==> config.mk <==
export PLATFORM = sky130hd
export DESIGN_NAME = alu_top
export DESIGN_NICKNAME = d
export VERILOG_FILES = /design/src/common/alu_op_pkg.sv /design/src/common/alu_bus_pkg.sv /design/src/alu_core/alu_shift.sv /design/src/alu_core/alu_execute.sv /design/src/source/alu_result.sv /design/src/source/alu_decode.sv /design/src/source/alu_top.sv
export VERILOG_INCLUDE_DIRS = /design/src /design/src/common
export SDC_FILE = /design/constraint.sdc
export NUM_CORES = 1
export LEC_CHECK = 0
export BUFFER_PORTS_ARGS = -buffer_cell sky130_fd_sc_hd__buf_4
export CAP_MARGIN = 20
export CORE_UTILIZATION = 53
export CTS_BUF_LIST = sky130_fd_sc_hd__clkbuf_4 sky130_fd_sc_hd__clkbuf_8
export CTS_CLUSTER_SIZE = 8
export DETAILED_ROUTE_END_ITERATION = 8
export GPL_TIMING_DRIVEN = 1
export HOLD_SLACK_MARGIN = 0.05
export PLACE_DENSITY = 0.81
export REMOVE_ABC_BUFFERS = 1
export SLEW_MARGIN = 25
export SYNTH_ARGS = -nofsm -noshare
export SYNTH_HDL_FRONTEND = slang
export SYNTH_HIERARCHICAL = 1
export SYNTH_SLANG_ARGS = --single-unit
==> constraint.sdc <==
create_clock -name clk -period 25.4 [get_ports clk]
set_input_delay 5.08 -clock clk [delete_from_list [all_inputs] [get_ports clk]]
set_output_delay 5.08 -clock clk [all_outputs]
set_load 0.005 [all_outputs]
==> src/common/alu_cfg.svh <==
`ifndef ALU_CFG_SVH
`define ALU_CFG_SVH

// datapath and bus sizes
`define ALU_DATA_W 32
`define ALU_ADR_W 3

// enough for a count of 16 steps
`define ALU_SHIFT_CNT_W 5

`endif

==> src/common/alu_op_pkg.sv <==
`default_nettype none

package alu_op_pkg;

    // arithmetic and logic first, then the eight shifts
    typedef enum logic [3:0] {
        alu_add, alu_adc, alu_sub, alu_sbc,
        alu_cp,  alu_and, alu_or,  alu_xor,
        alu_rlc, alu_rrc, alu_rl,  alu_rr,
        alu_sla, alu_sra, alu_sll, alu_srl
    } alu_op_e;

    typedef enum logic [1:0] {
        width_byte = 2'd0,
        width_word = 2'd1,
        width_long = 2'd2
    } alu_width_e;

    typedef logic [7:0] alu_flags_t;

    localparam int flag_s_bit = 7;
    localparam int flag_z_bit = 6;
    localparam int flag_h_bit = 4;
    localparam int flag_v_bit = 2;  // overflow or parity
    localparam int flag_n_bit = 1;
    localparam int flag_c_bit = 0;

endpackage

`default_nettype wire

==> src/common/alu_bus_pkg.sv <==
`default_nettype none

package alu_bus_pkg;

    typedef enum logic [2:0] {
        reg_opa    = 3'd0,
        reg_opb    = 3'd1,
        reg_flags  = 3'd2,
        reg_cmd    = 3'd3,  // write launches the operation
        reg_result = 3'd4
    } reg_addr_e;

    localparam int cmd_op_lsb    = 0;  // opcode in bits 3..0
    localparam int cmd_width_lsb = 4;  // width in bits 5..4

endpackage

`default_nettype wire

==> src/alu_core/alu_shift.sv <==
`timescale 1ns/10ps
`default_nettype none
`include "alu_cfg.svh"

module alu_shift (
    input  logic                   clk,
    input  logic                   rst,
    input  logic                   start,
    input  alu_op_pkg::alu_op_e    op,
    input  alu_op_pkg::alu_width_e width,
    input  logic [`ALU_DATA_W-1:0] value,
    input  logic [3:0]             count,
    input  logic                   carry_in,
    output logic                   busy,
    output logic                   last,
    output logic [`ALU_DATA_W-1:0] shifted,
    output logic                   carry_out
);
    import alu_op_pkg::*;

    logic [`ALU_DATA_W-1:0]      val_q;
    logic                        c_q;
    logic [`ALU_SHIFT_CNT_W-1:0] cnt_q;
    logic [`ALU_SHIFT_CNT_W-1:0] steps;  // steps left, this one included
    logic [`ALU_DATA_W-1:0]      cur;
    logic                        cur_c;
    logic                        left;
    logic                        msb;
    logic                        fill;

    // first step runs in the start cycle straight from the inputs
    assign cur   = start ? value : val_q;
    assign cur_c = start ? carry_in : c_q;
    assign steps = !start ? cnt_q :
                   (count == 4'd0) ? `ALU_SHIFT_CNT_W'(16) : `ALU_SHIFT_CNT_W'(count);
    assign last  = (start | busy) & (steps == `ALU_SHIFT_CNT_W'(1));
    assign left  = op inside {alu_rlc, alu_rl, alu_sla, alu_sll};

    always_comb begin
        case (width)
            width_byte: msb = cur[7];
            width_word: msb = cur[15];
            default:    msb = cur[31];
        endcase
        case (op)
            alu_rlc:        fill = msb;
            alu_rrc:        fill = cur[0];
            alu_rl, alu_rr: fill = cur_c;  // through carry
            alu_sra:        fill = msb;    // sign kept
            default:        fill = 1'b0;
        endcase
    end

    always_comb begin
        shifted = cur;
        case (width)
            width_byte: shifted[7:0] = left ? {cur[6:0], fill} : {fill, cur[7:1]};
            width_word: shifted[15:0] = left ? {cur[14:0], fill} : {fill, cur[15:1]};
            default:    shifted = left ? {cur[30:0], fill} : {fill, cur[31:1]};
        endcase
    end

    assign carry_out = left ? msb : cur[0];

    always_ff @(posedge clk or posedge rst) begin
        if (rst) begin
            busy  <= 1'b0;
            cnt_q <= '0;
        end else if (start || busy) begin
            busy  <= ~last;
            cnt_q <= steps - 1'b1;
        end
    end

    always_ff @(posedge clk) begin
        if (start || busy) begin
            val_q <= shifted;
            c_q   <= carry_out;
        end
    end

    // one shift in flight at a time
    assert property (@(posedge clk) disable iff (rst) start |-> !busy);

endmodule

`default_nettype wire

==> src/alu_core/alu_execute.sv <==
`timescale 1ns/10ps
`default_nettype none
`include "alu_cfg.svh"

module alu_execute (
    input  logic                   clk,
    input  logic                   rst,
    input  logic                   start,
    input  alu_op_pkg::alu_op_e    op,
    input  alu_op_pkg::alu_width_e width,
    input  logic [`ALU_DATA_W-1:0] opa,
    input  logic [`ALU_DATA_W-1:0] opb,
    input  alu_op_pkg::alu_flags_t flags,
    output logic                   valid,
    output logic                   write_result,
    output logic [`ALU_DATA_W-1:0] next_result,
    output alu_op_pkg::alu_flags_t next_flags
);
    import alu_op_pkg::*;

    logic                   is_shift;
    logic                   is_logic;
    logic                   is_sub;
    logic                   cin;
    logic [`ALU_DATA_W-1:0] mask;
    logic [`ALU_DATA_W-1:0] arith;
    logic                   half_c;
    logic [2:0]             cc;  // carry out of bits 7, 15 and 31
    logic [`ALU_DATA_W-1:0] raw;
    logic                   res_h;
    logic                   res_c;
    logic                   ovf;
    logic                   parity_even;
    logic                   sh_start;
    logic                   sh_busy;
    logic                   sh_last;
    logic [`ALU_DATA_W-1:0] sh_value;
    logic                   sh_carry;

    function automatic logic top_bit(input logic [`ALU_DATA_W-1:0] v, input alu_width_e w);
        case (w)
            width_byte: return v[7];
            width_word: return v[15];
            default:    return v[31];
        endcase
    endfunction

    assign is_shift = op inside {alu_rlc, alu_rrc, alu_rl, alu_rr,
                                 alu_sla, alu_sra, alu_sll, alu_srl};
    assign is_logic = op inside {alu_and, alu_or, alu_xor};
    assign is_sub   = op inside {alu_sub, alu_sbc, alu_cp};
    assign cin      = (op == alu_adc || op == alu_sbc) ? flags[flag_c_bit] : 1'b0;
    assign sh_start = start & is_shift;

    always_comb begin
        case (width)
            width_byte: mask = 32'h0000_00ff;
            width_word: mask = 32'h0000_ffff;
            default:    mask = '1;
        endcase
    end

    // chained nibble, byte, word and long stages give H and the per-width carries
    always_comb begin
        if (is_sub) begin
            {half_c, arith[3:0]} = {1'b0, opa[3:0]} - {1'b0, opb[3:0]} - {4'd0, cin};
            {cc[0], arith[7:4]}  = {1'b0, opa[7:4]} - {1'b0, opb[7:4]} - {4'd0, half_c};
            {cc[1], arith[15:8]} = {1'b0, opa[15:8]} - {1'b0, opb[15:8]} - {8'd0, cc[0]};
            {cc[2], arith[31:16]} = {1'b0, opa[31:16]} - {1'b0, opb[31:16]} - {16'd0, cc[1]};
        end else begin
            {half_c, arith[3:0]} = {1'b0, opa[3:0]} + {1'b0, opb[3:0]} + {4'd0, cin};
            {cc[0], arith[7:4]}  = {1'b0, opa[7:4]} + {1'b0, opb[7:4]} + {4'd0, half_c};
            {cc[1], arith[15:8]} = {1'b0, opa[15:8]} + {1'b0, opb[15:8]} + {8'd0, cc[0]};
            {cc[2], arith[31:16]} = {1'b0, opa[31:16]} + {1'b0, opb[31:16]} + {16'd0, cc[1]};
        end
    end

    always_comb begin
        raw   = arith;
        res_h = half_c;
        case (width)
            width_byte: res_c = cc[0];
            width_word: res_c = cc[1];
            default:    res_c = cc[2];
        endcase
        if (is_shift) begin
            raw   = sh_value;
            res_h = 1'b0;
            res_c = sh_carry;  // last bit out
        end else if (is_logic) begin
            res_h = (op == alu_and);
            res_c = 1'b0;
            case (op)
                alu_and: raw = opa & opb;
                alu_or:  raw = opa | opb;
                default: raw = opa ^ opb;
            endcase
        end
    end

    // bits above the width keep opa
    assign next_result = (opa & ~mask) | (raw & mask);

    assign parity_even = (width == width_byte) ? ~^next_result[7:0] : ~^next_result[15:0];
    assign ovf = is_sub
        ? (top_bit(opa, width) ^ top_bit(opb, width)) & (top_bit(next_result, width) ^ top_bit(opa, width))
        : ~(top_bit(opa, width) ^ top_bit(opb, width)) & (top_bit(next_result, width) ^ top_bit(opa, width));

    always_comb begin
        next_flags             = '0;
        next_flags[flag_s_bit] = top_bit(next_result, width);
        next_flags[flag_z_bit] = (next_result & mask) == '0;
        next_flags[flag_h_bit] = res_h;
        next_flags[flag_v_bit] = (is_shift || is_logic) ? parity_even : ovf;
        next_flags[flag_n_bit] = is_sub;
        next_flags[flag_c_bit] = res_c;
    end

    assign valid        = (start & ~is_shift) | sh_last;
    assign write_result = (op != alu_cp);  // compare only touches flags

    alu_shift u_shift (
        .clk       (clk),
        .rst       (rst),
        .start     (sh_start),
        .op        (op),
        .width     (width),
        .value     (opa),
        .count     (opb[3:0]),
        .carry_in  (flags[flag_c_bit]),
        .busy      (sh_busy),
        .last      (sh_last),
        .shifted   (sh_value),
        .carry_out (sh_carry)
    );

    // no command of any kind is launched into a running shift
    assert property (@(posedge clk) disable iff (rst) sh_busy |-> !start);

endmodule

`default_nettype wire

==> src/source/alu_result.sv <==
`timescale 1ns/10ps
`default_nettype none
`include "alu_cfg.svh"

module alu_result (
    input  logic                   clk,
    input  logic                   rst,
    input  logic                   valid,
    input  logic                   write_result,
    input  logic [`ALU_DATA_W-1:0] next_result,
    input  alu_op_pkg::alu_flags_t next_flags,
    input  logic                   flag_wr,
    input  alu_op_pkg::alu_flags_t flag_wdata,
    output logic [`ALU_DATA_W-1:0] result,
    output alu_op_pkg::alu_flags_t flags,
    output logic                   done
);
    import alu_op_pkg::*;

    // unused flag bits always read as zero
    localparam alu_flags_t flag_mask = alu_flags_t'((1 << flag_s_bit) | (1 << flag_z_bit) |
                                                    (1 << flag_h_bit) | (1 << flag_v_bit) |
                                                    (1 << flag_n_bit) | (1 << flag_c_bit));

    always_ff @(posedge clk or posedge rst) begin
        if (rst) begin
            result <= '0;
            flags  <= '0;
            done   <= 1'b0;
        end else begin
            done <= valid;
            if (valid) begin
                if (write_result)
                    result <= next_result;
                flags <= next_flags;
            end else if (flag_wr) begin
                flags <= flag_wdata & flag_mask;  // preset, e.g. C for adc
            end
        end
    end

endmodule

`default_nettype wire

==> src/source/alu_decode.sv <==
`timescale 1ns/10ps
`default_nettype none
`include "alu_cfg.svh"

module alu_decode (
    input  logic                   clk,
    input  logic                   rst,
    input  logic                   cyc,
    input  logic                   stb,
    input  logic                   we,
    input  logic [`ALU_ADR_W-1:0]  adr,
    input  logic [`ALU_DATA_W-1:0] dat_w,
    output logic                   ack,
    output logic [`ALU_DATA_W-1:0] dat_r,
    output logic                   start,
    output alu_op_pkg::alu_op_e    op,
    output alu_op_pkg::alu_width_e width,
    output logic [`ALU_DATA_W-1:0] opa,
    output logic [`ALU_DATA_W-1:0] opb,
    output logic                   flag_wr,
    output alu_op_pkg::alu_flags_t flag_wdata,
    input  logic [`ALU_DATA_W-1:0] result,
    input  alu_op_pkg::alu_flags_t flags,
    input  logic                   done
);
    import alu_op_pkg::*;
    import alu_bus_pkg::*;

    logic new_req;
    logic cmd_wr;
    logic cmd_pend;  // command running, ack waits for done

    assign new_req    = cyc & stb & ~ack & ~cmd_pend;
    assign cmd_wr     = new_req & we & (adr == reg_cmd);
    assign flag_wr    = new_req & we & (adr == reg_flags);
    assign flag_wdata = dat_w[7:0];

    always_ff @(posedge clk or posedge rst) begin
        if (rst) begin
            ack      <= 1'b0;
            start    <= 1'b0;
            cmd_pend <= 1'b0;
            op       <= alu_add;
            width    <= width_byte;
        end else begin
            start <= cmd_wr;
            ack   <= (new_req & ~cmd_wr) | done;  // commands answer on done
            if (cmd_wr) begin
                cmd_pend <= 1'b1;
                op       <= alu_op_e'(dat_w[cmd_op_lsb +: 4]);
                width    <= alu_width_e'(dat_w[cmd_width_lsb +: 2]);
            end else if (done) begin
                cmd_pend <= 1'b0;
            end
        end
    end

    // operand registers
    always_ff @(posedge clk) begin
        if (new_req && we && adr == reg_opa)
            opa <= dat_w;
        if (new_req && we && adr == reg_opb)
            opb <= dat_w;
    end

    always_comb begin
        dat_r = '0;
        case (adr)
            reg_opa:    dat_r = opa;
            reg_opb:    dat_r = opb;
            reg_flags:  dat_r[7:0] = flags;
            reg_result: dat_r = result;
            default:    dat_r = '0;  // cmd is write only
        endcase
    end

    // answer only a request that is still standing
    assert property (@(posedge clk) disable iff (rst) ack |-> (cyc && stb));

    // the result side only finishes what this side launched
    assert property (@(posedge clk) disable iff (rst) done |-> cmd_pend);

endmodule

`default_nettype wire

==> src/source/alu_top.sv <==
`timescale 1ns/10ps
`default_nettype none
`include "alu_cfg.svh"

module alu_top (
    input  logic                   clk,
    input  logic                   rst,
    input  logic                   cyc,
    input  logic                   stb,
    input  logic                   we,
    input  logic [`ALU_ADR_W-1:0]  adr,
    input  logic [`ALU_DATA_W-1:0] dat_w,
    output logic                   ack,
    output logic [`ALU_DATA_W-1:0] dat_r
);
    import alu_op_pkg::*;

    // decode to execute
    logic                   start;
    alu_op_e                op;
    alu_width_e             width;
    logic [`ALU_DATA_W-1:0] opa;
    logic [`ALU_DATA_W-1:0] opb;

    // execute to result
    logic                   valid;
    logic                   write_result;
    logic [`ALU_DATA_W-1:0] next_result;
    alu_flags_t             next_flags;

    // bus flag writes and the architectural registers
    logic                   flag_wr;
    alu_flags_t             flag_wdata;
    logic [`ALU_DATA_W-1:0] result;
    alu_flags_t             flags;
    logic                   done;

    alu_decode u_decode (.*);

    alu_execute u_execute (.*);

    alu_result u_result (.*);

endmodule

`default_nettype wire

==> impl_results.md <==
- Max-Slew Margin vs Limit: 0.275
- Cell chain of the critical path: buf_4 -> nor2b_1 -> a2bb2oi_1 -> o21ai_0 -> buf_4
- IO Pins: 73
- Critical path class: input port to primary output
- Clock Latency Late Sink: between 0.4 and 0.5 ns
- TritonCTS clock tree: done
- Syn-to-layout area delta: 7.46%
- Initial antenna violation count: 0
- Leakage: 6.25 nW
- MaxCap Viol Count: 0
- YS warnings: 6
- Final setup vio count: 0
- RD Place Congestion: 1.04
- Vias in the first global route: 11211
- Post-CTS resize count: 0
- Die width: about 160 um
- Mean Syn Cell Area: roughly 9.5 um2
- Final hold violation count: 0
- H-Tree Depth: 4
- Crit path DAT: 6.85 ns
- NumNets Final: around 1600
- Pwr per Cell Area: 62.7 mW/mm2
- Post-DRT Antenna Nets: 0
- Vias: 11286
- Final wirelength: 37400 um
- CTS root buf: clkbuf_8
- Rows: 58
- Least-Margin Pin Slew: 1.08 ns
- Max FO, Critical Path: 37
- Slew Viols, Final: 0
- Endpoint class of the critical path: primary output
- I/O Buffers: 72
- Setup TNS Final: 0 ns
- Global Route Usage Sum: 0.289
- Area of the core: 0.0251 mm2
- First-pass GRT wire length: 59000 um
- Final clock skew: 0.0178 ns
- Worst-path clk slew: 0.11 ns
- Worst hold path class: register to register
- R2r worst-path depth: 40
- Post-CTS setup buffers: 0
- Mapped Area: 0.0135 mm2
- Avg WL per Cell: 20.8 um
- Fillers: 2160
- Hold slack: 0.467 ns
- Largest net degree at the start of global routing: 79
- ANT cells: 0
- Final worst path period need: approximately 12 ns
- RSZ-0062 raised after global routing: no
- Clock Tree Buf Depth: 2
- Max IR drop VDD: 40.5 uV
- Share of cells above drive strength 1: 0.163
- DRC: 0
- Final period util: 0.470
- Fmax: 0.0838 GHz
- Initial DRC count: around 950
- Clock sinks: 153
- Hold Path Stages: 2
- Outcome: finished, final reports clean
- Die H: 162 um
- First-pass DRT Iterations: 6
- Synth Instances: around 1400
- Effective utilization at floorplan: 0.539
- Num CTS Buffers: 17
- GRT overflow: 0
- Most frequent cell on the critical path: buf_4
- Worst path max stage delay: roughly 0.70 ns
- Via density: 6.26
- Worst path slowest cell: nor2b_1
- CP top delay family: simple AND/OR/NAND/NOR gates
- Detailed placement HPWL: around 26000 um
- Cts hold-fix bufs: 0
- DIE AREA: between 0.02 and 0.03 mm2
- Required @ worst endpoint: 20.32 ns
- Worst path bufs/invs: 2
- Startpoint class of the critical path: input port
- Crit path depth: 5
## per-layer routing
metal | vias up | part of all wire | GRT usage
met4 | 0 | 0.038 | 0.132
met3 | 116 | 0.071 | 0.0398
met5 | - | 0 | 0
li1 | 5132 | - | -
met1 | 5468 | 0.42 | 0.369
met2 | 570 | 0.47 | 0.484
## worst paths after layout
kind	startpoint	to	slack (ns)
worst max register to register	u_decode/op[2]$_DFFE_PP0P_	u_result/flags[6]$_DFFE_PP0P_	15.56
max in group asynchronous	rst	u_result/result[25]$_DFFE_PP0P_	20.25
worst min register to register	u_result/done$_DFF_PP0_	u_decode/ack$_DFF_PP0_	0.47
min in group asynchronous	rst	u_execute/u_shift/cnt_q[3]$_DFFE_PP0P_	4.52
worst max-delay path	adr[2]	dat_r[7]	13.47
worst min-delay path	u_result/done$_DFF_PP0_	u_decode/ack$_DFF_PP0_	0.47
## state kept, by name, summed over array words and instances (netlist names)
name and count:
u_decode/ack 1, u_execute/u_shift/busy 1, u_decode/width 2, u_decode/opa 32
u_execute/u_shift/val_q 32, u_result/result 32, u_decode/opb 32, u_decode/op 4
u_result/flags 8, u_decode/cmd_pend 1, u_result/done 1, u_decode/start 1
u_execute/u_shift/cnt_q 5, u_execute/u_shift/c_q 1
## tightest hold or removal path, delay by kind of cell, from the launching register on
kind / cells / cell delay [ns]
buffers and inverters: 1 / 0.05
DFF: 1 / 0.34
and+or+nand+nor: 1 / 0.05
## stage by stage
stage	std cells	area, um2	util	setup WS [ns]	total power (W)
finish	1802	14600	0.580	13.47	0.000913
global route	1802	14600	0.580	13.36	0.000957
CTS	1802	14600	0.580	13.52	0.000909
detailed placement	1770	14100	0.564	13.52	0.000714
global placement	1770	14100	0.563	13.58	0.000702
floorplan	1348	13000	-	14.12	0.000599
## final cells by class
| class | count | area [um2] | area share |
|---|---|---|---|
| Multi-Input combinational cell | 1066 | 8240 | 0.567 |
| Sequential cell | 153 | 4320 | 0.297 |
| Timing Repair Buffer | 92 | 691 | 0.0475 |
| Inverter | 129 | 487 | 0.0334 |
| Tap cell | 330 | 413 | 0.0284 |
| Clock buffer | 17 | 234 | 0.0161 |
| Clock inverter | 15 | 168 | 0.0115 |
## power breakdown
group	internal (W)	leakage [nW]	total [W]	switching, W
sequential	0.000306	1.60	0.000337	0.0000306
clock	0.0000751	0.202	0.000193	0.000118
combinational	0.000164	4.46	0.000383	0.000219
## cell usage in the layout, fill, tap and decap left out, types with 7 or more instances in the layout
cell type  count
a21boi_0       8
a2bb2oi_1      8
nor2b_1       16
a21oi_1      102
nor3_1        15
o21ai_0       78
a22oi_1       17
a21o_1        19
o22ai_1       11
o31ai_1        7
a221oi_1       7
o21a_1        10
or2_2         28
o211ai_1       9
mux2_4        31
mux2i_1      100
xnor2_1       38
dfrtp_1       54
mux2_2        18
edfxtp_1      97
nand2_1      143
o21ai_1        7
a22o_1        11
ha_1         124
clkbuf_8      17
xor2_1        14
a211oi_1      13
nand3_1       32
inv_1        127
fa_1          16
nand2b_1      12
nor2_1        64
buf_4         92
No activity file was read; power rests on OpenSTA's default activity.
